===== src/design/raster_defines.svh =====
`ifndef RASTER_DEFINES_SVH
`define RASTER_DEFINES_SVH

// fixed point word, Q16.16
`define RASTER_FIX_W 32
`define RASTER_FIX_FRAC 16

// opaque per-triangle metadata
`define RASTER_META_W 16

// entries in the input triangle queue
`define RASTER_QUEUE_DEPTH 4

// byte address into the register block
`define RASTER_APB_AW 4

`endif


===== src/design/raster_pkg.sv =====
`include "raster_defines.svh"

package raster_pkg;

    typedef logic signed [`RASTER_FIX_W-1:0] fixed_t;  // signed Q16.16

    typedef struct packed {
        fixed_t x;
        fixed_t y;
        fixed_t z;
    } position_t;

    typedef struct packed {
        position_t position;
    } vertex_t;

    typedef struct packed {
        vertex_t v0;
        vertex_t v1;
        vertex_t v2;
    } triangle_t;

    typedef logic [`RASTER_META_W-1:0] triangle_meta_t;

    // one queue entry, everything the culler needs for one triangle
    typedef struct packed {
        triangle_t      triangle;
        logic           keep;  // pass culled faces on as zeroed triangles
        triangle_meta_t meta;
    } cull_in_t;

    typedef struct packed {
        logic cull_front;  // ctrl bit1
        logic cull_en;     // ctrl bit0
    } cull_cfg_t;

    typedef struct packed {
        logic culled;
        logic passed;
    } cull_event_t;

    typedef struct packed {
        logic                     psel;
        logic                     penable;
        logic                     pwrite;
        logic [`RASTER_APB_AW-1:0] paddr;
        logic [31:0]              pwdata;
    } apb_req_t;

    typedef struct packed {
        logic [31:0] prdata;
        logic        pready;
        logic        pslverr;
    } apb_rsp_t;

    typedef enum logic [2:0] {
        IDLE,
        PROCESS_1,
        PROCESS_2,
        PROCESS_3,
        PROCESS_4,
        DONE
    } cull_state_t;

    typedef enum logic [`RASTER_APB_AW-1:0] {
        REG_CTRL   = 'h0,
        REG_CULLED = 'h4,
        REG_PASSED = 'h8
    } cull_reg_t;

    function automatic fixed_t fix_add(fixed_t a, fixed_t b);
        return a + b;  // wraps on overflow
    endfunction

    function automatic fixed_t fix_sub(fixed_t a, fixed_t b);
        return a - b;
    endfunction

    // full product, then arithmetic shift rounds toward minus infinity
    function automatic fixed_t fix_mul(fixed_t a, fixed_t b);
        logic signed [2*`RASTER_FIX_W-1:0] prod;
        prod = a * b;
        return fixed_t'(prod >>> `RASTER_FIX_FRAC);
    endfunction

endpackage


===== src/design/cull_regs.sv =====
module cull_regs (
    input  logic                    clk,
    input  logic                    rstn,
    input  raster_pkg::apb_req_t    apb_req,
    output raster_pkg::apb_rsp_t    apb_rsp,
    output raster_pkg::cull_cfg_t   cfg,
    input  raster_pkg::cull_event_t evt
);
    raster_pkg::cull_cfg_t ctrl_q;
    logic [31:0]           culled_cnt;
    logic [31:0]           passed_cnt;
    logic [31:0]           rdata;
    logic                  wr_en;
    logic                  mapped;
    logic                  clr_cnt;

    assign wr_en = apb_req.psel && apb_req.penable && apb_req.pwrite;

    always_comb begin
        mapped  = 1'b1;
        clr_cnt = 1'b0;
        rdata   = '0;
        case (apb_req.paddr)
            raster_pkg::REG_CTRL: rdata = {30'd0, ctrl_q};
            raster_pkg::REG_CULLED: begin
                rdata   = culled_cnt;
                clr_cnt = wr_en;
            end
            raster_pkg::REG_PASSED: begin
                rdata   = passed_cnt;
                clr_cnt = wr_en;
            end
            default: mapped = 1'b0;  // reads zero
        endcase
    end

    always_ff @(posedge clk or negedge rstn) begin
        if (!rstn) begin
            ctrl_q <= '{cull_front: 1'b0, cull_en: 1'b1};  // back-face culling on
        end else if (wr_en && apb_req.paddr == raster_pkg::REG_CTRL) begin
            ctrl_q <= raster_pkg::cull_cfg_t'(apb_req.pwdata[1:0]);
        end
    end

    // a write to either counter clears both, data ignored
    always_ff @(posedge clk or negedge rstn) begin
        if (!rstn) begin
            culled_cnt <= '0;
            passed_cnt <= '0;
        end else if (clr_cnt) begin
            culled_cnt <= '0;
            passed_cnt <= '0;
        end else begin
            if (evt.culled && culled_cnt != '1) begin
                culled_cnt <= culled_cnt + 1'b1;  // saturates at all ones
            end
            if (evt.passed && passed_cnt != '1) begin
                passed_cnt <= passed_cnt + 1'b1;
            end
        end
    end

    assign cfg = ctrl_q;

    always_comb begin
        apb_rsp.prdata  = rdata;
        apb_rsp.pready  = 1'b1;  // no wait states
        apb_rsp.pslverr = apb_req.psel && apb_req.penable && !mapped;
    end

    a_penable_psel: assert property (
        @(posedge clk) disable iff (!rstn)
        apb_req.penable |-> apb_req.psel
    ) else $error("penable without psel");

endmodule


===== config.mk =====
export PLATFORM = sky130hd
export DESIGN_NAME = cull_regs
export DESIGN_NICKNAME = d
export VERILOG_FILES = /design/src/design/raster_pkg.sv /design/src/design/cull_regs.sv
export VERILOG_INCLUDE_DIRS = /design/src /design/src/design
export SDC_FILE = /design/constraint.sdc
export NUM_CORES = 1
export LEC_CHECK = 0
export ABC_AREA = 1
export BUFFER_PORTS_ARGS = -buffer_cell sky130_fd_sc_hd__buf_2
export CORE_MARGIN = 1
export CORE_UTILIZATION = 30
export CTS_BUF_LIST = sky130_fd_sc_hd__clkbuf_8
export CTS_CLUSTER_DIAMETER = 40
export DETAILED_ROUTE_END_ITERATION = 6
export PLACE_DENSITY = 0.54
export SYNTH_ARGS = -nofsm -noshare
export SYNTH_HDL_FRONTEND = slang
export SYNTH_SLANG_ARGS = --single-unit

===== constraint.sdc =====
create_clock -name clk -period 2.65 [get_ports clk]
set_input_delay 0.6625 -clock clk [delete_from_list [all_inputs] [get_ports clk]]
set_output_delay 0.6625 -clock clk [all_outputs]
set_load 0.03 [all_outputs]

==> results of run 1 <==
-- flip-flops by register name, indices dropped and copies added, names as in the netlist --
signal	flops
culled_cnt	32
cfg	2
passed_cnt	32
-- stage by stage --
| step | hold slack [ns] | power [mW] | instance area, um^2 |
|---|---|---|---|
| CTS | 0.2429 | 2.642 | 5610 |
| floorplan | 0.3669 | 1.581 | 4887 |
| finish | 0.2376 | 2.618 | 5610 |
| detailed placement | 0.5248 | 1.739 | 5409 |
| global placement | 0.5214 | 1.735 | 5409 |
| global route | 0.2592 | 2.754 | 5610 |
-- how the worst min path moves through the flow --
stage	slack [ns]	cells past startpoint	to
final	0.24	1	culled_cnt[3]$_DFFE_PN0P_
after global routing	0.26	1	passed_cnt[0]$_DFFE_PN0P_
after CTS	0.24	1	passed_cnt[0]$_DFFE_PN0P_
after detailed placement	0.52	1	passed_cnt[0]$_DFFE_PN0P_
after global placement	0.52	2	culled_cnt[31]$_DFFE_PN0P_
after floorplan	0.37	0	cfg[1]$_DFFE_PN0P_
-- layer usage --
metal	part of all wire (%)	global-route usage (%)	up-vias	routed length (um)
li1	-	-	2468	-
met5	0	0	-	0
met4	2.7	8.550	0	393
met3	3.0	2.353	25	450
met2	49	31.36	88	7175
met1	46	23.93	2220	6751
-- where the power goes --
group / total [mW] / internal [mW] / switching [mW]
clock: 0.900 / 0.464 / 0.437
combinational: 0.497 / 0.179 / 0.318
sequential: 1.22 / 1.10 / 0.117
-- final cells by class --
| class | instances | area (um^2) | area share, % |
|---|---|---|---|
| multi-input combinational | 575 | 2795 | 49.82 |
| sequential | 66 | 1653 | 29.46 |
| timing repair buffer | 62 | 385.4 | 6.869 |
| inverter | 81 | 305.3 | 5.442 |
| tap | 216 | 270.3 | 4.817 |
| clock buffer | 14 | 192.7 | 3.434 |
| clock inverter | 2 | 8.758 | 0.1561 |
-- kinds of logic after synthesis --
group                      synth area share, %
muxes                                   0.2304
AOI/OAI and AO/OA                        9.985
DFF                                      33.82
and+or+nand+nor                          41.19
other                                  0.07673
buffers and inverters                    8.986
xor gates and xnor gates                 5.197
adders and majority gates               0.5120
-- synth_stat cells (2+ instances only) --
master / instances
nor2_2: 8
o21ai_2: 15
nand2_2: 7
nand2_1: 245
o221ai_1: 2
o21ai_0: 21
nand4_1: 6
buf_2: 8
nor2_1: 94
nand3b_1: 8
inv_1: 76
xor2_1: 28
dfrtp_1: 65
nor2_4: 3
o21ai_1: 18
o22ai_1: 16
nor3_1: 3
nand2_4: 4
inv_2: 4
ha_1: 2
a32o_1: 3
buf_6: 4
nand3_1: 85
clkbuf_1: 4
buf_4: 4
==> metrics.md, run 1 <==
| Metric | Value |
|---|---|
| Status | `finished, final reports clean` |
| Cell taking the most area after synthesis | `dfrtp_1` |
| Antenna Violating Nets Remaining | `0` |
| Post-CTS setup buffer count | `0` |
| Largest net degree at the start of global routing | `50` |
| Synth async-reset ratio | `100.0%` |
| Most common cell after layout, fill and taps aside | `nand2_1` |
| Yosys reg bits | `66` |
| Layout cell share with drive strength beyond 1 | `15.50%` |
| Worst hold path class | `in -> async` |
| CTS root buf | `clkbuf_8` |
| Post-layout util | `35.32%` |
| Routability Congestion | `0.8832` |
| Commonest non-fill, non-tap cells in the layout | `245 x nand2_1, 94 x nor2_1, 85 x nand3_1` |
| Final period util | `95.04%` |
| Netlist cell types | `35` |
| Register-to-Register Path Depth | `10` |
| Number of max-cap violations | `0` |
| CP top delay family | `buffers and inverters` |
| Grt total ovfl | `0` |
| Final setup fails | `0` |
| Post-Place Cells | `1000` |
| Detailed-route DRC error count | `0` |
| CP Cell Sequence | `buf_2 > nor2_2 > nand2_1 > buf_12 > o21ai_0 > buf_2` |
| CTS sink count | `66` |
| Dpl ws | `0.1345 ns` |
| Setup slack, reg-to-reg | `0.51 ns` |
| EDFF count, synth | `0` |
| Crit path to | `apb_rsp[16]` |
| VDD IR-drop max | `0.2048 mV` |
| Final Critical Period | `2.519 ns` |
| Slowest cell delay on critical path | `0.32 ns` |
| Setup CP Type | `in -> out` |
| Starting Density | `30.77%` |
| R2r endpoint | `culled_cnt[0]$_DFFE_PN0P_` |
| PD cells | `466.6 nW/um^2` |
| CP Capture Type | `primary output` |
| WP depth | `6` |
| GRT Util Overall | `18.68%` |
| Synth area leaders | `dfrtp_1 33%, nand2_1 19%, nand3_1 8.7%` |
| Synthesis-to-finish area growth | `14.80%` |
| Fin Setup TNS | `0 ns` |
| Syn nets | `788` |
| Post-cts sizing count | `0` |
| CTS Hold Bufs | `0` |
| Final hold vios | `0` |
| N_diodes | `0` |
| Top FF cell, synth | `dfrtp_1` |
| Sequential element share of the synthesized area | `33.82%` |
| Fmax achieved | `397.1 MHz` |
| Worst Path Arrival | `1.86 ns` |
| CTS Buf Count | `9` |
| Cells after Synth | `743` |
| Fin cells | `1016` |
| CTS Buffer Depth | `2` |
| Detailed Routing Iterations Pass 1 | `6` |
| Syn avg cell area | `6.578 um^2` |
| Fin. max-slew vios | `0` |
| Global-route wire length before repair | `23430 um` |
| Fin nets | `840` |
| Netlist Area Pre-Place | `4887 um^2` |
| Final HPWL from detailed placement | `11400 um` |
| Number of buffers and inverters on the critical path | `3` |
| Max H-tree Level | `3` |
| Iteration-0 DRC Markers | `344` |
| I/O pin total | `79` |
| CP max FO | `31` |
| RSZ-0062 raised after global routing | `no` |
| Most used cell, CP | `buf_2` |
| CP Launch Point | `apb_req[33]` |
| Slew @ Worst Pin | `0.8310 ns` |
| Die Y | `129.6 um` |
| Setup WS post-layout | `0.1315 ns` |
| Vias/cell | `4.725` |
| Clock Skews | `0.006178 ns` |
| Highest-delay cell along the critical path | `o21ai_0` |
| I/O Buffers | `47` |
| Vias in the first global route | `4429` |
| Clk_lat worst skew | `0.37 ns` |
| Vias post-DR | `4801` |
| Worst-path clk slew | `0.07 ns` |
| Antenna violations before repair | `0` |
| Die area | `16810 um^2` |
| Ys Warns | `0` |
| CTS tree | `built` |
| Worst r2r src | `culled_cnt[0]$_DFFE_PN0P_` |
| Leak | `2.610 nW` |
| Fill cell count | `1778` |
| Routed wire length | `14770 um` |
| Worst path required time | `1.99 ns` |
| Wire per inst | `14.54 um` |
| Core region area | `15890 um^2` |
| Worst rel slew slack | `44.40%` |
| CP Launch Type | `input pin` |
| Share of Yosys cell area claimed by the top area cell type | `33.28%` |
| # rows | `46` |
| Die Wd | `129.6 um` |
Note: power is estimated with default switching activity, not from simulation.
==> run 2: changes to the inputs <==
Clock period 2.65 ns to 2.7 ns, I/O delays scaled along.
==> run 2 against run 1 <==
Effect of this change: clock power down 21%; setup slack better by 0.054 ns; highest routed layer unchanged; largest cell class unchanged; clock skew up 0.0051 ns.
==> metrics.md, run 2 (synthesis gave the netlist of run 1 again) <==
| Metric | Value |
|---|---|
| Die Y | `129.6 um (unchanged)` |
| CP Launch Point | `apb_req[33] (unchanged)` |
| Synthesis-to-finish area growth | `13.52% (was 14.80%)` |
| Routability Congestion | `0.8859 (was 0.8832)` |
| Clock Skews | `0.01128 ns (was 0.006178 ns)` |
| Final HPWL from detailed placement | `11130 um (was 11400 um)` |
| Grt total ovfl | `0 (unchanged)` |
| CTS sink count | `66 (unchanged)` |
| Worst-path clk slew | `0.06 ns (was 0.07 ns)` |
| CTS Buf Count | `9 (unchanged)` |
| Leak | `2.589 nW (was 2.610 nW)` |
| Largest net degree at the start of global routing | `67 (was 50)` |
| Most common cell after layout, fill and taps aside | `nand2_1 (unchanged)` |
| Worst rel slew slack | `38.99% (was 44.40%)` |
| Slew @ Worst Pin | `0.9118 ns (was 0.8310 ns)` |
| Fin Setup TNS | `0 ns (unchanged)` |
| Setup CP Type | `in -> out (unchanged)` |
| Worst r2r src | `culled_cnt[0]$_DFFE_PN0P_ (unchanged)` |
| Die Wd | `129.6 um (unchanged)` |
| Detailed Routing Iterations Pass 1 | `5 (was 6)` |
| I/O pin total | `79 (unchanged)` |
| Status | `finished, final reports clean (unchanged)` |
| Fill cell count | `1813 (was 1778)` |
| Fin nets | `839 (was 840)` |
| Number of max-cap violations | `0 (unchanged)` |
| Routed wire length | `14590 um (was 14770 um)` |
| Worst Path Arrival | `1.84 ns (was 1.86 ns)` |
| CTS root buf | `clkbuf_8 (unchanged)` |
| Dpl ws | `0.1316 ns (was 0.1345 ns)` |
| Antenna violations before repair | `0 (unchanged)` |
| Final Critical Period | `2.515 ns` |
| Routed wl met2 | `7145 um (was 7175 um)` |
| VDD IR-drop max | `0.2238 mV (was 0.2048 mV)` |
| CP Capture Type | `primary output (unchanged)` |
| Iteration-0 DRC Markers | `393 (was 344)` |
| CP max FO | `31 (unchanged)` |
| Final setup fails | `0 (unchanged)` |
| Post-layout util | `34.92% (was 35.32%)` |
| GRT Util Overall | `18.77% (was 18.68%)` |
| CTS tree | `built (unchanged)` |
| Detailed-route DRC error count | `0 (unchanged)` |
| N_diodes | `0 (unchanged)` |
| Antenna Violating Nets Remaining | `0 (unchanged)` |
| # rows | `46 (unchanged)` |
| Global-route wire length before repair | `23630 um (was 23430 um)` |
| Clk_lat worst skew | `0.38 ns (was 0.37 ns)` |
| Vias in the first global route | `4535 (was 4429)` |
| Die area | `16810 um^2 (unchanged)` |
| Post-cts sizing count | `0 (unchanged)` |
| Layout cell share with drive strength beyond 1 | `14.66% (was 15.50%)` |
| Max H-tree Level | `3 (unchanged)` |
| RSZ-0062 raised after global routing | `no (unchanged)` |
| Final period util | `93.13%` |
| Worst path required time | `2.03 ns (was 1.99 ns)` |
| Hold WS | `0.3199 ns (was 0.2376 ns)` |
| Core region area | `15890 um^2 (unchanged)` |
| Fin. max-slew vios | `0 (unchanged)` |
| Post-CTS setup buffer count | `0 (unchanged)` |
| PD cells | `432.5 nW/um^2 (was 466.6 nW/um^2)` |
| Wire per inst | `14.39 um (was 14.54 um)` |
| Vias/cell | `4.640 (was 4.725)` |
| CTS Buffer Depth | `2 (unchanged)` |
| Met1 Routed Length | `6798 um (was 6751 um)` |
| Starting Density | `30.77% (unchanged)` |
| CTS Hold Bufs | `0 (unchanged)` |
| Routed wl met3 | `314 um (was 450 um)` |
| I/O Buffers | `47 (unchanged)` |
| CP Launch Type | `input pin (unchanged)` |
| Final hold vios | `0 (unchanged)` |
| Vias post-DR | `4705 (was 4801)` |
| Worst hold path class | `in -> async (unchanged)` |
| Commonest non-fill, non-tap cells in the layout | `245 x nand2_1, 94 x nor2_1, 85 x nand3_1 (unchanged)` |
| Setup WS post-layout | `0.1855 ns (was 0.1315 ns)` |
| Top sig layer | `met4 (unchanged)` |
| Fmax achieved | `397.7 MHz` |
run 2: metal layers:
metal / GRT usage, % / up-vias
met5: 0 / -
met4: 8.755 / 0
met3: 2.395 / 19
met2: 31.65 / 57
met1: 23.86 / 2157
li1: - / 2472
run 2: through the flow:
step	cells	power, mW	area (um^2)
2_1_floorplan	743	1.552	4887
3_3_place_gp	999	1.700	5401
3_5_place_dp	999	1.707	5401
4_1_cts	1014	2.429	5548
5_1_grt	1014	2.530	5548
6_report	1014	2.400	5548
run 2: area by class of cell:
| type | instances | area, um^2 | area share (%) |
|---|---|---|---|
| timing repair buffer | 61 | 377.9 | 6.811 |
| clock inverter | 6 | 22.52 | 0.4060 |
| tap | 216 | 270.3 | 4.871 |
| sequential | 66 | 1653 | 29.79 |
| clock buffer | 9 | 123.9 | 2.233 |
| inverter | 81 | 305.3 | 5.503 |
| multi-input combinational | 575 | 2795 | 50.38 |
run 2: worst paths after layout:
kind	to	slack, ns	cells past startpoint
min reg2reg	culled_cnt[31]$_DFFE_PN0P_	0.54	2
max	apb_rsp[16]	0.19	6
min	culled_cnt[3]$_DFFE_PN0P_	0.32	2
max reg2reg	culled_cnt[25]$_DFFE_PN0P_	0.50	10
min in group clk	cfg[1]$_DFFE_PN0P_	0.53	3
max in group asynchronous	cfg[0]$_DFFE_PN1P_	2.06	2
run 2: where the power goes:
group | switching [mW] | total (mW) | internal [mW]
logic | 0.313 | 0.487 | 0.174
clock network | 0.403 | 0.712 | 0.309
registers | 0.117 | 1.20 | 1.08
run 2: worst max-delay path, cell delays in order:
cell and delay (ns):
buf_2 0.10, nor2_2 0.19, nand2_1 0.12, buf_12 0.18
o21ai_0 0.29, buf_2 0.27
