File: src/design/raster_defines.svh
`ifndef RASTER_DEFINES_SVH
`define RASTER_DEFINES_SVH

// fixed point word, Q16.16
`define RASTER_FIX_W 32
`define RASTER_FIX_FRAC 16

// opaque per-triangle metadata
`define RASTER_META_W 16

// entries in the input triangle queue
`define RASTER_QUEUE_DEPTH 4

// byte address into the register block
`define RASTER_APB_AW 4

`endif

File: src/design/raster_pkg.sv
`include "raster_defines.svh"

package raster_pkg;

    typedef logic signed [`RASTER_FIX_W-1:0] fixed_t;  // signed Q16.16

    typedef struct packed {
        fixed_t x;
        fixed_t y;
        fixed_t z;
    } position_t;

    typedef struct packed {
        position_t position;
    } vertex_t;

    typedef struct packed {
        vertex_t v0;
        vertex_t v1;
        vertex_t v2;
    } triangle_t;

    typedef logic [`RASTER_META_W-1:0] triangle_meta_t;

    // one queue entry, everything the culler needs for one triangle
    typedef struct packed {
        triangle_t      triangle;
        logic           keep;  // pass culled faces on as zeroed triangles
        triangle_meta_t meta;
    } cull_in_t;

    typedef struct packed {
        logic cull_front;  // ctrl bit1
        logic cull_en;     // ctrl bit0
    } cull_cfg_t;

    typedef struct packed {
        logic culled;
        logic passed;
    } cull_event_t;

    typedef struct packed {
        logic                     psel;
        logic                     penable;
        logic                     pwrite;
        logic [`RASTER_APB_AW-1:0] paddr;
        logic [31:0]              pwdata;
    } apb_req_t;

    typedef struct packed {
        logic [31:0] prdata;
        logic        pready;
        logic        pslverr;
    } apb_rsp_t;

    typedef enum logic [2:0] {
        IDLE,
        PROCESS_1,
        PROCESS_2,
        PROCESS_3,
        PROCESS_4,
        DONE
    } cull_state_t;

    typedef enum logic [`RASTER_APB_AW-1:0] {
        REG_CTRL   = 'h0,
        REG_CULLED = 'h4,
        REG_PASSED = 'h8
    } cull_reg_t;

    function automatic fixed_t fix_add(fixed_t a, fixed_t b);
        return a + b;  // wraps on overflow
    endfunction

    function automatic fixed_t fix_sub(fixed_t a, fixed_t b);
        return a - b;
    endfunction

    // full product, then arithmetic shift rounds toward minus infinity
    function automatic fixed_t fix_mul(fixed_t a, fixed_t b);
        logic signed [2*`RASTER_FIX_W-1:0] prod;
        prod = a * b;
        return fixed_t'(prod >>> `RASTER_FIX_FRAC);
    endfunction

endpackage

File: src/design/tri_queue.sv
`include "raster_defines.svh"

module tri_queue #(
    parameter int DEPTH = `RASTER_QUEUE_DEPTH  // power of two, at least 2
) (
    input  logic                clk,
    input  logic                rstn,
    input  logic                s_valid,
    output logic                s_ready,
    input  raster_pkg::cull_in_t s_data,
    output logic                m_valid,
    input  logic                m_ready,
    output raster_pkg::cull_in_t m_data
);
    localparam int PTR_W = $clog2(DEPTH);
    localparam int CNT_W = $clog2(DEPTH + 1);

    raster_pkg::cull_in_t mem [DEPTH];

    logic [PTR_W-1:0] wr_ptr;
    logic [PTR_W-1:0] rd_ptr;
    logic [CNT_W-1:0] count;
    logic             push;
    logic             pop;

    assign s_ready = (count != CNT_W'(DEPTH));  // room for one more
    assign m_valid = (count != '0);
    assign push    = s_valid && s_ready;
    assign pop     = m_valid && m_ready;
    assign m_data  = mem[rd_ptr];  // head is held until popped

    always_ff @(posedge clk) begin
        if (push) begin
            mem[wr_ptr] <= s_data;
        end
    end

    always_ff @(posedge clk or negedge rstn) begin
        if (!rstn) begin
            wr_ptr <= '0;
            rd_ptr <= '0;
            count  <= '0;
        end else begin
            if (push) begin
                wr_ptr <= wr_ptr + 1'b1;  // natural wrap at DEPTH
            end
            if (pop) begin
                rd_ptr <= rd_ptr + 1'b1;
            end
            case ({push, pop})
                2'b10:   count <= count + 1'b1;
                2'b01:   count <= count - 1'b1;
                default: count <= count;  // idle, or push and pop together
            endcase
        end
    end

    a_count_bound: assert property (
        @(posedge clk) disable iff (!rstn)
        count <= CNT_W'(DEPTH)
    ) else $error("tri_queue occupancy above DEPTH");

endmodule

File: config.mk
export PLATFORM = sky130hd
export DESIGN_NAME = tri_queue
export DESIGN_NICKNAME = d
export VERILOG_FILES = /design/src/design/raster_pkg.sv /design/src/design/tri_queue.sv
export VERILOG_INCLUDE_DIRS = /design/src /design/src/design
export SDC_FILE = /design/constraint.sdc
export NUM_CORES = 1
export LEC_CHECK = 0
export BUFFER_PORTS_ARGS = -buffer_cell sky130_fd_sc_hd__buf_2
export CAP_MARGIN = 25
export CORE_ASPECT_RATIO = 0.75
export CORE_MARGIN = 2
export CORE_UTILIZATION = 40
export CTS_CLUSTER_SIZE = 16
export DETAILED_ROUTE_END_ITERATION = 8
export PLACE_DENSITY = 0.68
export RECOVER_POWER = 100
export SYNTH_ARGS = -nofsm -noshare
export SYNTH_HDL_FRONTEND = slang
export SYNTH_SLANG_ARGS = --single-unit
File: constraint.sdc
create_clock -name clk -period 5.37 [get_ports clk]
set_input_delay 1.074 -clock clk [delete_from_list [all_inputs] [get_ports clk]]
set_output_delay 1.074 -clock clk [all_outputs]
set_load 0.05 [all_outputs]
==> summary by stage, run 1 <==
Outcome
The run finished, with violations left. The final reports fail on max-capacitance violations, max-slew violations.

Timing
The total count of hold-check failures in the final report was 0. The count of final max-slew check failures is 367. The slew at the pin closest to its max-slew limit is 3.350 ns.

The clock skew is 0.02407 ns. The worst slack on hold paths is 0.2673 ns. The fmax is 0.2185 GHz. The worst path needs 4.576 ns of the cycle, external delays included. Summed over all failing endpoints, the final setup total negative slack is 0 ns. The count of final setup violators is 0. Setup repair after global routing left no endpoint under its margin. The post-route fraction of the period consumed by the critical path is 85.22%. The max-slew headroom at the worst pin is -123.3%.

Route
After detailed routing, the number of remaining DRC violations is 0. The average vias per placed instance is 5.159. The first TritonRoute pass finished after 5 iterations. The post-detailed-route count of antenna-violating nets is 0.

The wire length after detailed routing is 93.58 mm. After detailed routing, the average wire length per cell comes to 24.04 um. The iteration-0 DRC count of the detailed router is 1,264.

For this block, the via count after detailed routing is 20,077.

Place
The number of buffers added on ports is 615. The HPWL after detailed placement is 59.09 mm. At the end of routability-driven placement, the weighted congestion stood at 0.7926. The number of placed instances, taps included, is 3,683.

Finish
The area growth from synthesis to layout is 18.14%. The post-route netlist has 24.20% of its cells at a drive strength greater than 1. For this run, the post-layout net count is 2,668.

The finished layout holds 3,892 standard cells, fillers aside.

Critical path
The depth of the most critical reg-to-reg path is 3. In this run the critical register-to-register path is captured at mem[0][41]. Along the worst path, the maximum fanout reaches 48. The destination of the critical timing path is m_data[256]. The required time of the critical path is 4.30 ns. The buffers plus inverters on the worst setup path is 2. The kind of cell with the highest combined delay along the critical path is flip-flops.

The signal on the critical path passes through clkbuf_1 -> mux4_2 -> clkbuf_1. The worst reg-to-reg setup slack is 0.92 ns. The timing startpoint of the critical path is rd_ptr[1]. The critical path arrival is 3.50 ns. STA classifies the critical path endpoint as an output port. The worst setup path is launched from a flop. In this design, the critical path's most frequently occurring cell is clkbuf_1. Counting buffers and inverters, the worst setup path is 3 cells deep. In this run the critical register-to-register path is launched from count[2]. The largest single stage delay on the critical path is 1.42 ns. The critical path is of the flop to output port type. The slowest stage of the critical path belongs to the cell dfrtp_2.

GRT
In the global route stage, overall resource usage came out at 16.24%. The global-route wire length before repair is 139.1 mm. The maximum number of pins on one net before global-route repair is 74. After global routing the overflow that remains totals 0. The number of global-route vias before repair was 21,727. The number of antenna violations at the first check in global routing came to 18.

CTS
Clock tree synthesis found a total of 1,227 sinks. The root buffer cell chosen for the clock tree is clkbuf_16. Buffers added to address setup during post-CTS repair amount to 0.

In this run, post-CTS hold repair placed 0 buffers. The H-tree was split into 3 levels. At the later pin of the worst-skew pair, clock insertion delay measures 0.70 ns. Clock-pin slew was measured on the worst setup and hold paths at 0.06 ns.

The CTS tree is done. The post-cts resize count is 0. The TritonCTS buffer count is 111. The clock passes through at most 3 buffers.

Logic synthesis
The count of flip-flops with a built-in enable after synthesis is 1,220. For this run, the register share of the synthesized area comes to 82.84%. The async set-or-reset flop fraction in the synthesized netlist is 0.5705%. The share of Yosys cell area claimed by the top area cell type is 82.44%. After synthesis, the netlist uses 21 different library cells. The post-synth net total is 1,945.

The largest area contributor in the synthesized netlist is edfxtp_1. During synthesis, Yosys emitted a total of 0 warnings. Counting flops and latches in the post-synthesis netlist gives 1,227. After technology mapping, the gate count stands at 1,630. The post-synthesis instance area is 44,440 um2.

The average instance in the mapped netlist occupies 27.26 um2. By instance count, the leading cell after synthesis is edfxtp_1. Ranked by total cell area, the synthesized netlist is headed by edfxtp_1 82%, mux4_2 15%, buf_6 0.68%. Ranked by instance count, the synthesized netlist is headed by 1,220 x edfxtp_1, 305 x mux4_2, 34 x buf_2. In the synthesized netlist the dominant register cell turns out to be edfxtp_1.

Power and ir drop
The peak supply drop is 0.5144 mV. The internal power component is 20.90 mW. Per report_power, the sequential group accounts for 38.4% of the total. In this run the power density over the cells is 656.5 nW/um2. The static power due to leakage is 16.41 nW.

For this design the total switching power over the nets is 13.56 mW. The clock network burns 23.6% of the power. The switching share of power is 39.36%. The combinational power share is 38.0%.

Floorplanning
The die outline area is 113,800 um2. The core region is 109,800 um2. The die is 388.9 um wide. The number of placement rows is 105. For this design the top-level I/O count stands at 616. The die extent in y is 292.7 um.

Once the floorplan was initialized, standard cells occupied 40.46% of the core.

Min path
The tightest min-delay check is of the primary input to async pin type.

Run
Across the run, the number of max-cap violations was 8.
[worst min path at each step]
stage | slack (ns) | startpoint | cells after the start | end
detailed placement | 0.54 | count[2] | 1 | count[2]
global route | 0.26 | rstn | 1 | rd_ptr[0]
floorplan | 0.47 | count[2] | 1 | count[2]
finish | 0.27 | rstn | 1 | rd_ptr[0]
global placement | 0.49 | count[2] | 1 | count[2]
CTS | 0.13 | rstn | 1 | rd_ptr[0]
[power groups by stage]
stage | clock network, mW | logic [mW] | registers [mW]
after global routing | 8.68 | 13.7 | 13.4
after detailed placement | 0 | 13.6 | 13.4
after global placement | 0 | 13.6 | 13.3
after floorplan | 0 | 10.5 | 13.4
after CTS | 8.35 | 13.7 | 13.2
final | 8.14 | 13.1 | 13.2
[kinds of logic after synthesis]
group                    share of synthesized area, %
adder cells (fa/ha/maj)                        0.1858
buffers and inverters                           1.177
multiplexers                                    15.51
AND/OR/NAND/NOR                                0.1464
flip-flops                                      82.84
XOR/XNOR                                       0.1183
AO/OA/AOI/OAI                                 0.02253
[registers in the layout, summed over array words and instances (netlist names)]
signal  cells
mem      1220
count       3
rd_ptr      2
wr_ptr      2
[area by class of cell]
type	count	area [um2]
sequential	1227	36820
inverter	6	22.52
clock buffer	131	2874
clock inverter	71	924.6
timing repair buffer	678	2947
tap	1444	1807
fill	8997	57330
multi-input combinational	329	7094
antenna	6	15.01
[per-layer routing]
layer	track usage (%)	vias to the layer above	wire [um]
met4	4.632	28	2423
met1	20.21	10633	36480
met2	27.42	661	47390
li1	-	8585	-
met3	5.166	170	7107
met5	0	-	183
[through the flow]
step | area, um2 | worst slack [ns] | power (mW) | utilization [%]
2_1_floorplan | 44440 | 0.1554 | 23.83 | -
3_3_place_gp | 49500 | 1.926 | 26.86 | 45.07
3_5_place_dp | 49500 | 1.895 | 27.07 | 45.07
4_1_cts | 53300 | 1.114 | 35.28 | 48.53
5_1_grt | 52490 | 0.5344 | 35.77 | 47.80
6_report | 52500 | 0.7937 | 34.47 | 47.80
[cells in the final DEF, fill, tap and decap left out, drive strengths merged, types with 2 or more instances in the layout]
cell,synthesis,layout
inv,6,9
clkbuf,6,698
xnor2,3,3
clkinvlp,0,2
mux4,305,305
ha,5,5
diode,0,6
edfxtp,1220,1220
xor2,3,3
buf,62,111
clkinv,0,47
bufinv,0,19
dfrtp,7,7
and3,4,4
Note: power is estimated with default switching activity, not from simulation.
==> run 2: changes to the inputs <==
--- a/config.mk
+++ b/config.mk
@@ -15,6 +15,7 @@
 export DETAILED_ROUTE_END_ITERATION = 8
 export PLACE_DENSITY = 0.68
 export RECOVER_POWER = 100
+export SLEW_MARGIN = 30
 export SYNTH_ARGS = -nofsm -noshare
 export SYNTH_HDL_FRONTEND = slang
 export SYNTH_SLANG_ARGS = --single-unit
==> constraint.sdc (replaced) <==
create_clock -name clk -period 5.6 [get_ports clk]
set_input_delay 1.12 -clock clk [delete_from_list [all_inputs] [get_ports clk]]
set_output_delay 1.12 -clock clk [all_outputs]
set_load 0.05 [all_outputs]
==> run 2 against run 1 <==
The run still ends with max-capacitance violations, max-slew violations left. Die area did not move. Sequential power fell by 4%. Critical path depth rose by 1. Via count fell by 0.77%. Critical endpoint is now m_data[128]. Largest power group unchanged. Highest routed layer unchanged.
==> summary by stage, run 2 (same netlist as run 1, synthesis figures left out) <==
Finish
The area growth from synthesis to layout is 17.00%. The number of fillers in the final layout is 9,147 (+1.7%). The flip-flop count of the largest register, all copies and words added was 1,220 (unchanged). The final net count was 2,657 (-0.41%). The area used by sequential logic in the layout is 36,810 um2 (about the same). The most frequent standard cell in the layout excluding fill and tap cells is edfxtp_1.

The largest registers in the layout are mem: 1220 flops, count: 3 flops. The utilization of the core after routing came to 47.34% (-0.46 points). The register with the most flip-flops is mem. The fraction of final layout cells with drive strength greater than 1 came to 20.82% (-3.4 points). Leaving out fill and tap cells, the most frequent cells in the layout are 1,220 x edfxtp_1, 643 x clkbuf_1, 305 x mux4_2.

The multi-input combinational cell area is 7094 um2 (unchanged).

GRT
The maximum number of pins on one net before global-route repair is 88 (+19%). The total routing usage reported by global routing is 16.26% (about the same). The global-route wire length before repair came to 137.8 mm (-0.92%). The total congestion overflow after global routing is 0 (unchanged). The number of antenna violations at the first check in global routing is 17 (-1). The number of global-route vias before repair is 21,343 (-1.8%).

CTS
CTS placed an instance of clkbuf_16 at the clock tree root. The H-tree depth is 3 (unchanged). The cts-stage hold buffer count is 0 (unchanged). The post-cts resize count is 0 (unchanged). The number of clock sinks is 1,227 (unchanged). The post-CTS setup buffer count is 0 (unchanged). The buffer levels on the longest clock path is 3 (unchanged). The source-to-sink clock delay at the later pin of the worst-skew pair is 0.71 ns (about the same). The clock transition at the registers of the reported paths is 0.06 ns (about the same). TritonCTS built the clock tree. The TritonCTS buffer count is 112 (+0.90%).

Power and ir drop
The power per unit of standard cell area is 622.0 nW/um2 (-5.3%). The static power due to leakage was 16.06 nW (-2.2%). The combinational power share came to 38.8% (+0.8 points). The share of total power in the clock network is 22.1% (-1.5 points). The peak supply drop came to 0.4347 mV (-15%). The switching share of power is 40.13% (+0.77 points). The fraction of power consumed by sequential logic came to 39.1% (+0.7 points). The switching power of the nets was 12.98 mW (-4.3%).

The internal power component is 19.36 mW (-7.4%).

Place
The routability congestion estimate from global placement is 0.7649 (-3.5%). The HPWL after detailed placement is 59.42 mm (+0.56%). The number of buffers added on ports is 615 (unchanged).

Critical path
STA classifies the critical path endpoint as an output port. The gate family responsible for the most delay along the worst path is buffers and inverters. The kind of critical path is flop to output port. The signal on the critical path passes through buf_16 -> buf_12 -> mux4_2 -> clkbuf_1. The worst-path cell with the longest stage delay is dfrtp_1. The buffers plus inverters on the worst setup path came to 3 (+1).

The worst setup path is launched from a flop. The required time of the critical path is 4.48 ns (+0.18 ns). The delay of the slowest cell on the worst path was 1.02 ns (-0.40 ns).

The depth of the most critical reg-to-reg path is 4 (+1). The instance count on the critical path was 4 (+1). The critical path arrival was 3.55 ns (+0.05 ns).

The maximum net fanout on the critical path is 59 (+23%).

Route
The average routed wire per standard cell was 24.12 um (+0.33%). The total vias in the final route came to 19,922 (-0.77%). The iteration-0 DRC count of the detailed router is 1,273 (+0.71%). The DRC violation count after routing is 0 (unchanged). The detailed-routing iteration count for the pre-antenna-repair pass came to 5 (unchanged). The average vias per placed instance was 5.123 (-0.70%). The wire length after detailed routing came to 93.82 mm (+0.25%). The post-detailed-route count of antenna-violating nets came to 0 (unchanged).

Run
The max-capacitance violation count came to 17 (+9).

Timing
The fmax is 0.2141 GHz. The worst slack on hold paths was 0.3043 ns (+0.03697 ns). The count of final max-slew check failures is 826 (+130%). The slew at the pin closest to its max-slew limit was 3.022 ns (-0.3272 ns). Of the available clock period, the critical path in the final layout requires 83.40%. Setup repair after global routing left no endpoint under its margin. The count of final setup violators came to 0 (unchanged). The max-slew headroom at the worst pin is -101.5% (+22 points).

The post-route setup TNS came to 0 ns (unchanged). The total count of hold-check failures in the final report is 0 (unchanged). The clock skew is 0.03508 ns (+0.01101 ns).

After layout, the minimum clock period comes to 4.671 ns.

Floorplanning
The core outline area is 109,800 um2 (unchanged). The width of the die is 388.9 um (unchanged). The die extent in y is 292.7 um (unchanged). The die outline area came to 113,800 um2 (unchanged). The initial core utilization is 40.46% (unchanged). The number of placement rows is 105 (unchanged). The number of top-level pins is 616 (unchanged).

Min path
The path class of the tightest hold or removal check is primary input to async pin.

Outcome
The flow ran to the end, but the final reports show violations. The final reports fail on max-capacitance violations, max-slew violations.
## run 2: cell count changes in the layout (fill, tap and decap cells not counted), sizes merged
cell / delta
dlymetal6s4s: +1
buf: -70
bufinv: -14
clkbuf: +70
dlymetal6s2s: +1
diode: +4
clkinvlp: +2
clkinv: +3
## run 2: power by group through the flow
| stage | clock network (mW) | logic, mW | registers [mW] |
|---|---|---|---|
| after floorplan | 0 | 10.0 | 12.8 |
| after global placement | 0 | 13.0 | 12.8 |
| after detailed placement | 0 | 13.1 | 12.9 |
| after CTS | 7.34 | 13.1 | 12.7 |
| after global routing | 7.67 | 13.1 | 12.8 |
| final | 7.14 | 12.5 | 12.7 |
## run 2: layout make-up
type | instances | area share, %
Timing Repair Buffer | 666 | 5.369
Clock inverter | 62 | 0.9410
Inverter | 6 | 0.04332
Tap cell | 1444 | 3.475
Clock buffer | 145 | 5.670
Multi-Input combinational cell | 329 | 13.65
Sequential cell | 1227 | 70.81
Antenna cell | 10 | 0.04813
## run 2: worst reg2reg max path, stage by stage (launching register included)
cell and delay, ns:
dfrtp_1 0.41, or3b_1 0.27, and3_1 0.94, clkbuf_1 1.78
clkbuf_2 0.87
## run 2: worst paths after layout
kind	start	to	slack [ns]
setup / recovery	rd_ptr[0]	m_data[128]	0.93
hold / removal	rstn	count[0]	0.30
setup reg to reg	count[2]	mem[3][274]	0.96
hold reg to reg	count[2]	count[2]	0.52
max in group asynchronous	rstn	rd_ptr[1]	4.97
min in group clk	count[2]	count[2]	0.52
## run 2: per-stage QoR
stage	cells	power, mW	worst slack [ns]	instance area, um2
6_report	3889	32.34	0.9294	51990
5_1_grt	3887	33.58	0.6342	51990
4_1_cts	3875	33.17	1.116	52880
3_5_place_dp	3668	25.97	1.910	49440
3_3_place_gp	3667	25.77	1.938	49410
2_1_floorplan	1630	22.86	0.3394	44440
## run 2: layer usage
layer / global-route usage [%] / wire, um / vias up
met5: 0 / 94 / -
met4: 4.991 / 2192 / 16
met3: 5.098 / 7430 / 144
met2: 27.06 / 47650 / 659
met1: 20.48 / 36450 / 10540
li1: - / - / 8563
==> run 3: changes to the inputs <==
--- a/config.mk
+++ b/config.mk
@@ -13,7 +13,7 @@
 export CORE_UTILIZATION = 40
 export CTS_CLUSTER_SIZE = 16
 export DETAILED_ROUTE_END_ITERATION = 8
-export PLACE_DENSITY = 0.68
+export PLACE_DENSITY = 0.7
 export RECOVER_POWER = 100
 export SLEW_MARGIN = 30
 export SYNTH_ARGS = -nofsm -noshare
==> constraint.sdc (replaced) <==
create_clock -name clk -period 4 [get_ports clk]
set_input_delay 0.8 -clock clk [delete_from_list [all_inputs] [get_ports clk]]
set_output_delay 0.8 -clock clk [all_outputs]
set_load 0.05 [all_outputs]
==> run 3 against run 2 <==
The flow now finishes without violations. Worst setup slack worse by 0.60 ns. Wire length down 0.11%. Largest power group is now combinational logic. Non-clock buffer count increased by 42.
==> summary by stage, run 3 (same netlist as run 1, synthesis figures left out) <==
CTS
The clock transition at the registers of the reported paths is 0.06 ns (about the same). The buffer levels on the longest clock path is 3 (unchanged). The H-tree depth came to 3 (unchanged). The cell sitting at the root of the clock tree is a clkbuf_16. TritonCTS built the clock tree. The post-CTS setup buffer count is 0 (unchanged). The number of clock sinks came to 1,227 (unchanged). The TritonCTS buffer count was 112 (unchanged).

The source-to-sink clock delay at the later pin of the worst-skew pair is 0.72 ns (about the same).

Route
The DRC violation count after routing was 0 (unchanged). The wire length after detailed routing is 93.72 mm (-0.11%). The detailed-routing iteration count for the pre-antenna-repair pass is 5 (unchanged). The post-detailed-route count of antenna-violating nets came to 0 (unchanged). The iteration-0 DRC count of the detailed router is 1,267 (-0.47%). The average vias per placed instance is 5.165 (+0.83%). The total vias in the final route is 20,320 (+2.0%).

The average routed wire per standard cell was 23.82 um (-1.2%).

GRT
The number of global-route vias before repair is 21,570 (+1.1%). The maximum number of pins on one net before global-route repair is 92 (+4.5%). The global-route wire length before repair is 138.2 mm (+0.31%).

The total congestion overflow after global routing is 0 (unchanged). The total routing usage reported by global routing is 16.23% (-0.028 points). The number of antenna violations at the first check in global routing is 24 (+7).

Power and ir drop
The combinational power share was 39.4% (+0.6 points). The static power due to leakage came to 16.81 nW (+4.7%). The fraction of power consumed by sequential logic is 38.4% (-0.7 points). The sum of internal, switching and leakage power is 45.92 mW (+42%). The share of total power in the clock network is 22.2% (about the same). The power per unit of standard cell area is 872.0 nW/um2 (+40%). The internal power component is 27.58 mW (+42%). The switching power of the nets is 18.34 mW (+41%).

The switching share of power is 39.93% (-0.20 points). The peak supply drop is 0.5503 mV (+27%).

Finish
The flip-flop count of the largest register, all copies and words added was 1,220 (unchanged). The final cell count without fillers is 3,934 (+1.2%). The multi-input combinational cell area is 7094 um2 (unchanged).

Leaving out fill and tap cells, the most frequent cells in the layout are 1,220 x edfxtp_1, 452 x clkbuf_1, 305 x mux4_2. The register with the most flip-flops is mem. The utilization of the core after routing was 47.95% (+0.61 points).

The final net count is 2,699 (+1.6%). In the final layout, the registers with the most flip-flops are mem: 1220 flops, count: 3 flops. The number of fillers in the final layout was 8,952 (-2.1%). The fraction of final layout cells with drive strength greater than 1 was 30.09% (+9.3 points). The cell area after layout is 52,660 um2 (+1.3%). The area growth from synthesis to layout is 18.51%. The area used by sequential logic in the layout was 36,820 um2 (about the same). The most frequent standard cell in the layout excluding fill and tap cells is edfxtp_1.

Timing
The worst slack on hold paths is 0.3367 ns (+0.03246 ns). The fmax is 0.2726 GHz. The post-route fraction of the period consumed by the critical path is 91.70%. The max-slew headroom at the worst pin is 0.8994% (+100 points). The slew at the pin closest to its max-slew limit is 1.487 ns (-1.536 ns). Setup repair after global routing left no endpoint under its margin.

The clock skew is 0.02124 ns (-0.01384 ns). The post-layout minimum cycle time is 3.668 ns. The total count of hold-check failures in the final report is 0 (unchanged). The count of final setup violators is 0 (unchanged). The count of final max-slew check failures is 0 (-100%).

Critical path
The maximum net fanout on the critical path is 35 (-41%). The startpoint kind of the worst setup timing path is a flop. The required time of the critical path is 3.20 ns (-1.28 ns). The critical path in this run is classified as flop to output port. The worst setup path is captured at an output port.

The critical path arrival was 2.87 ns (-0.68 ns).

Floorplanning
The die outline area is 113,800 um2 (unchanged). The number of placement rows is 105 (unchanged). The core outline area came to 109,800 um2 (unchanged). The initial core utilization is 40.46% (unchanged). The die extent in y was 292.7 um (unchanged).

The number of top-level pins was 616 (unchanged). The width of the die was 388.9 um (unchanged).

Run
The max-capacitance violation count is 0 (-17).

Outcome
The flow ran to the end, and the final reports show no timing, DRC or antenna violations.

Place
The area after detailed placement is 49,980 um2 (+1.1%). The number of buffers added on ports is 615 (unchanged). The routability congestion estimate from global placement was 0.7891 (+3.2%).

The cell count after placement is 3,713 (+1.2%). The HPWL after detailed placement was 62.45 mm (+5.1%).

Min path
The kind of path behind the tightest hold check is primary input to flop.
==> run 3: cell count changes in the layout (fill, tap and decap cells not counted), sizes merged, moves of 2 or more <==
cell / delta
clkinvlp: +5
inv: +2
clkbuf: -12
buf: +43
clkinv: +6
==> run 3: power groups by stage <==
| stage | clock network, mW | logic, mW | registers [mW] |
|---|---|---|---|
| floorplan | 0 | 14.0 | 18.0 |
| finish | 10.2 | 18.1 | 17.6 |
| detailed placement | 0 | 18.8 | 17.9 |
| global placement | 0 | 18.7 | 17.7 |
| global route | 10.9 | 18.9 | 17.8 |
| CTS | 10.5 | 18.9 | 17.6 |
==> run 3: per-layer routing <==
layer | wire, um | up-vias | GRT usage [%]
li1 | - | 8657 | -
met3 | 7620 | 169 | 5.534
met1 | 36360 | 10769 | 20.41
met2 | 47530 | 699 | 26.94
met5 | 183 | - | 0
met4 | 2024 | 26 | 4.472
==> run 3: worst max-delay path, stage by stage (launching register included) <==
cell	delay, ns
dfrtp_4	0.78
buf_12	0.29
buf_12	0.26
mux4_2	0.24
clkbuf_1	0.52
==> run 3: metrics by stage <==
step	setup TNS [ns]	worst slack, ns
CTS	0	0.3163
floorplan	-1153.68	-0.9456
global placement	0	1.162
global route	0	0.1410
finish	0	0.3322
detailed placement	0	1.114
==> run 3: worst paths after layout <==
kind                             start          end  slack, ns  depth (start not counted)
max reg2reg                   count[2]  mem[2][135]       0.45                          4
min                        s_data[291]  mem[1][291]       0.34                          1
min reg2reg                   count[2]     count[2]       0.54                          1
max                          rd_ptr[1]  m_data[112]       0.33                          4
min in group asynchronous         rstn    wr_ptr[1]       0.58                          2
max in group asynchronous         rstn    rd_ptr[1]       3.05                          2
==> run 3: timing repair <==
item	CTS	global route
endpoints found under the hold margin	7	0
hold buffers	1	0
resized for setup	0	0
==> run 3: cell type report <==
type / count / share of cell area, %
diodes: 11 / 0.05227
inverters: 6 / 0.04277
clock inverters: 76 / 1.216
clock buffers: 133 / 5.512
flip-flops and latches: 1227 / 69.91
repair buffers: 708 / 6.360
well taps: 1444 / 3.431
multi-input cells: 329 / 13.47
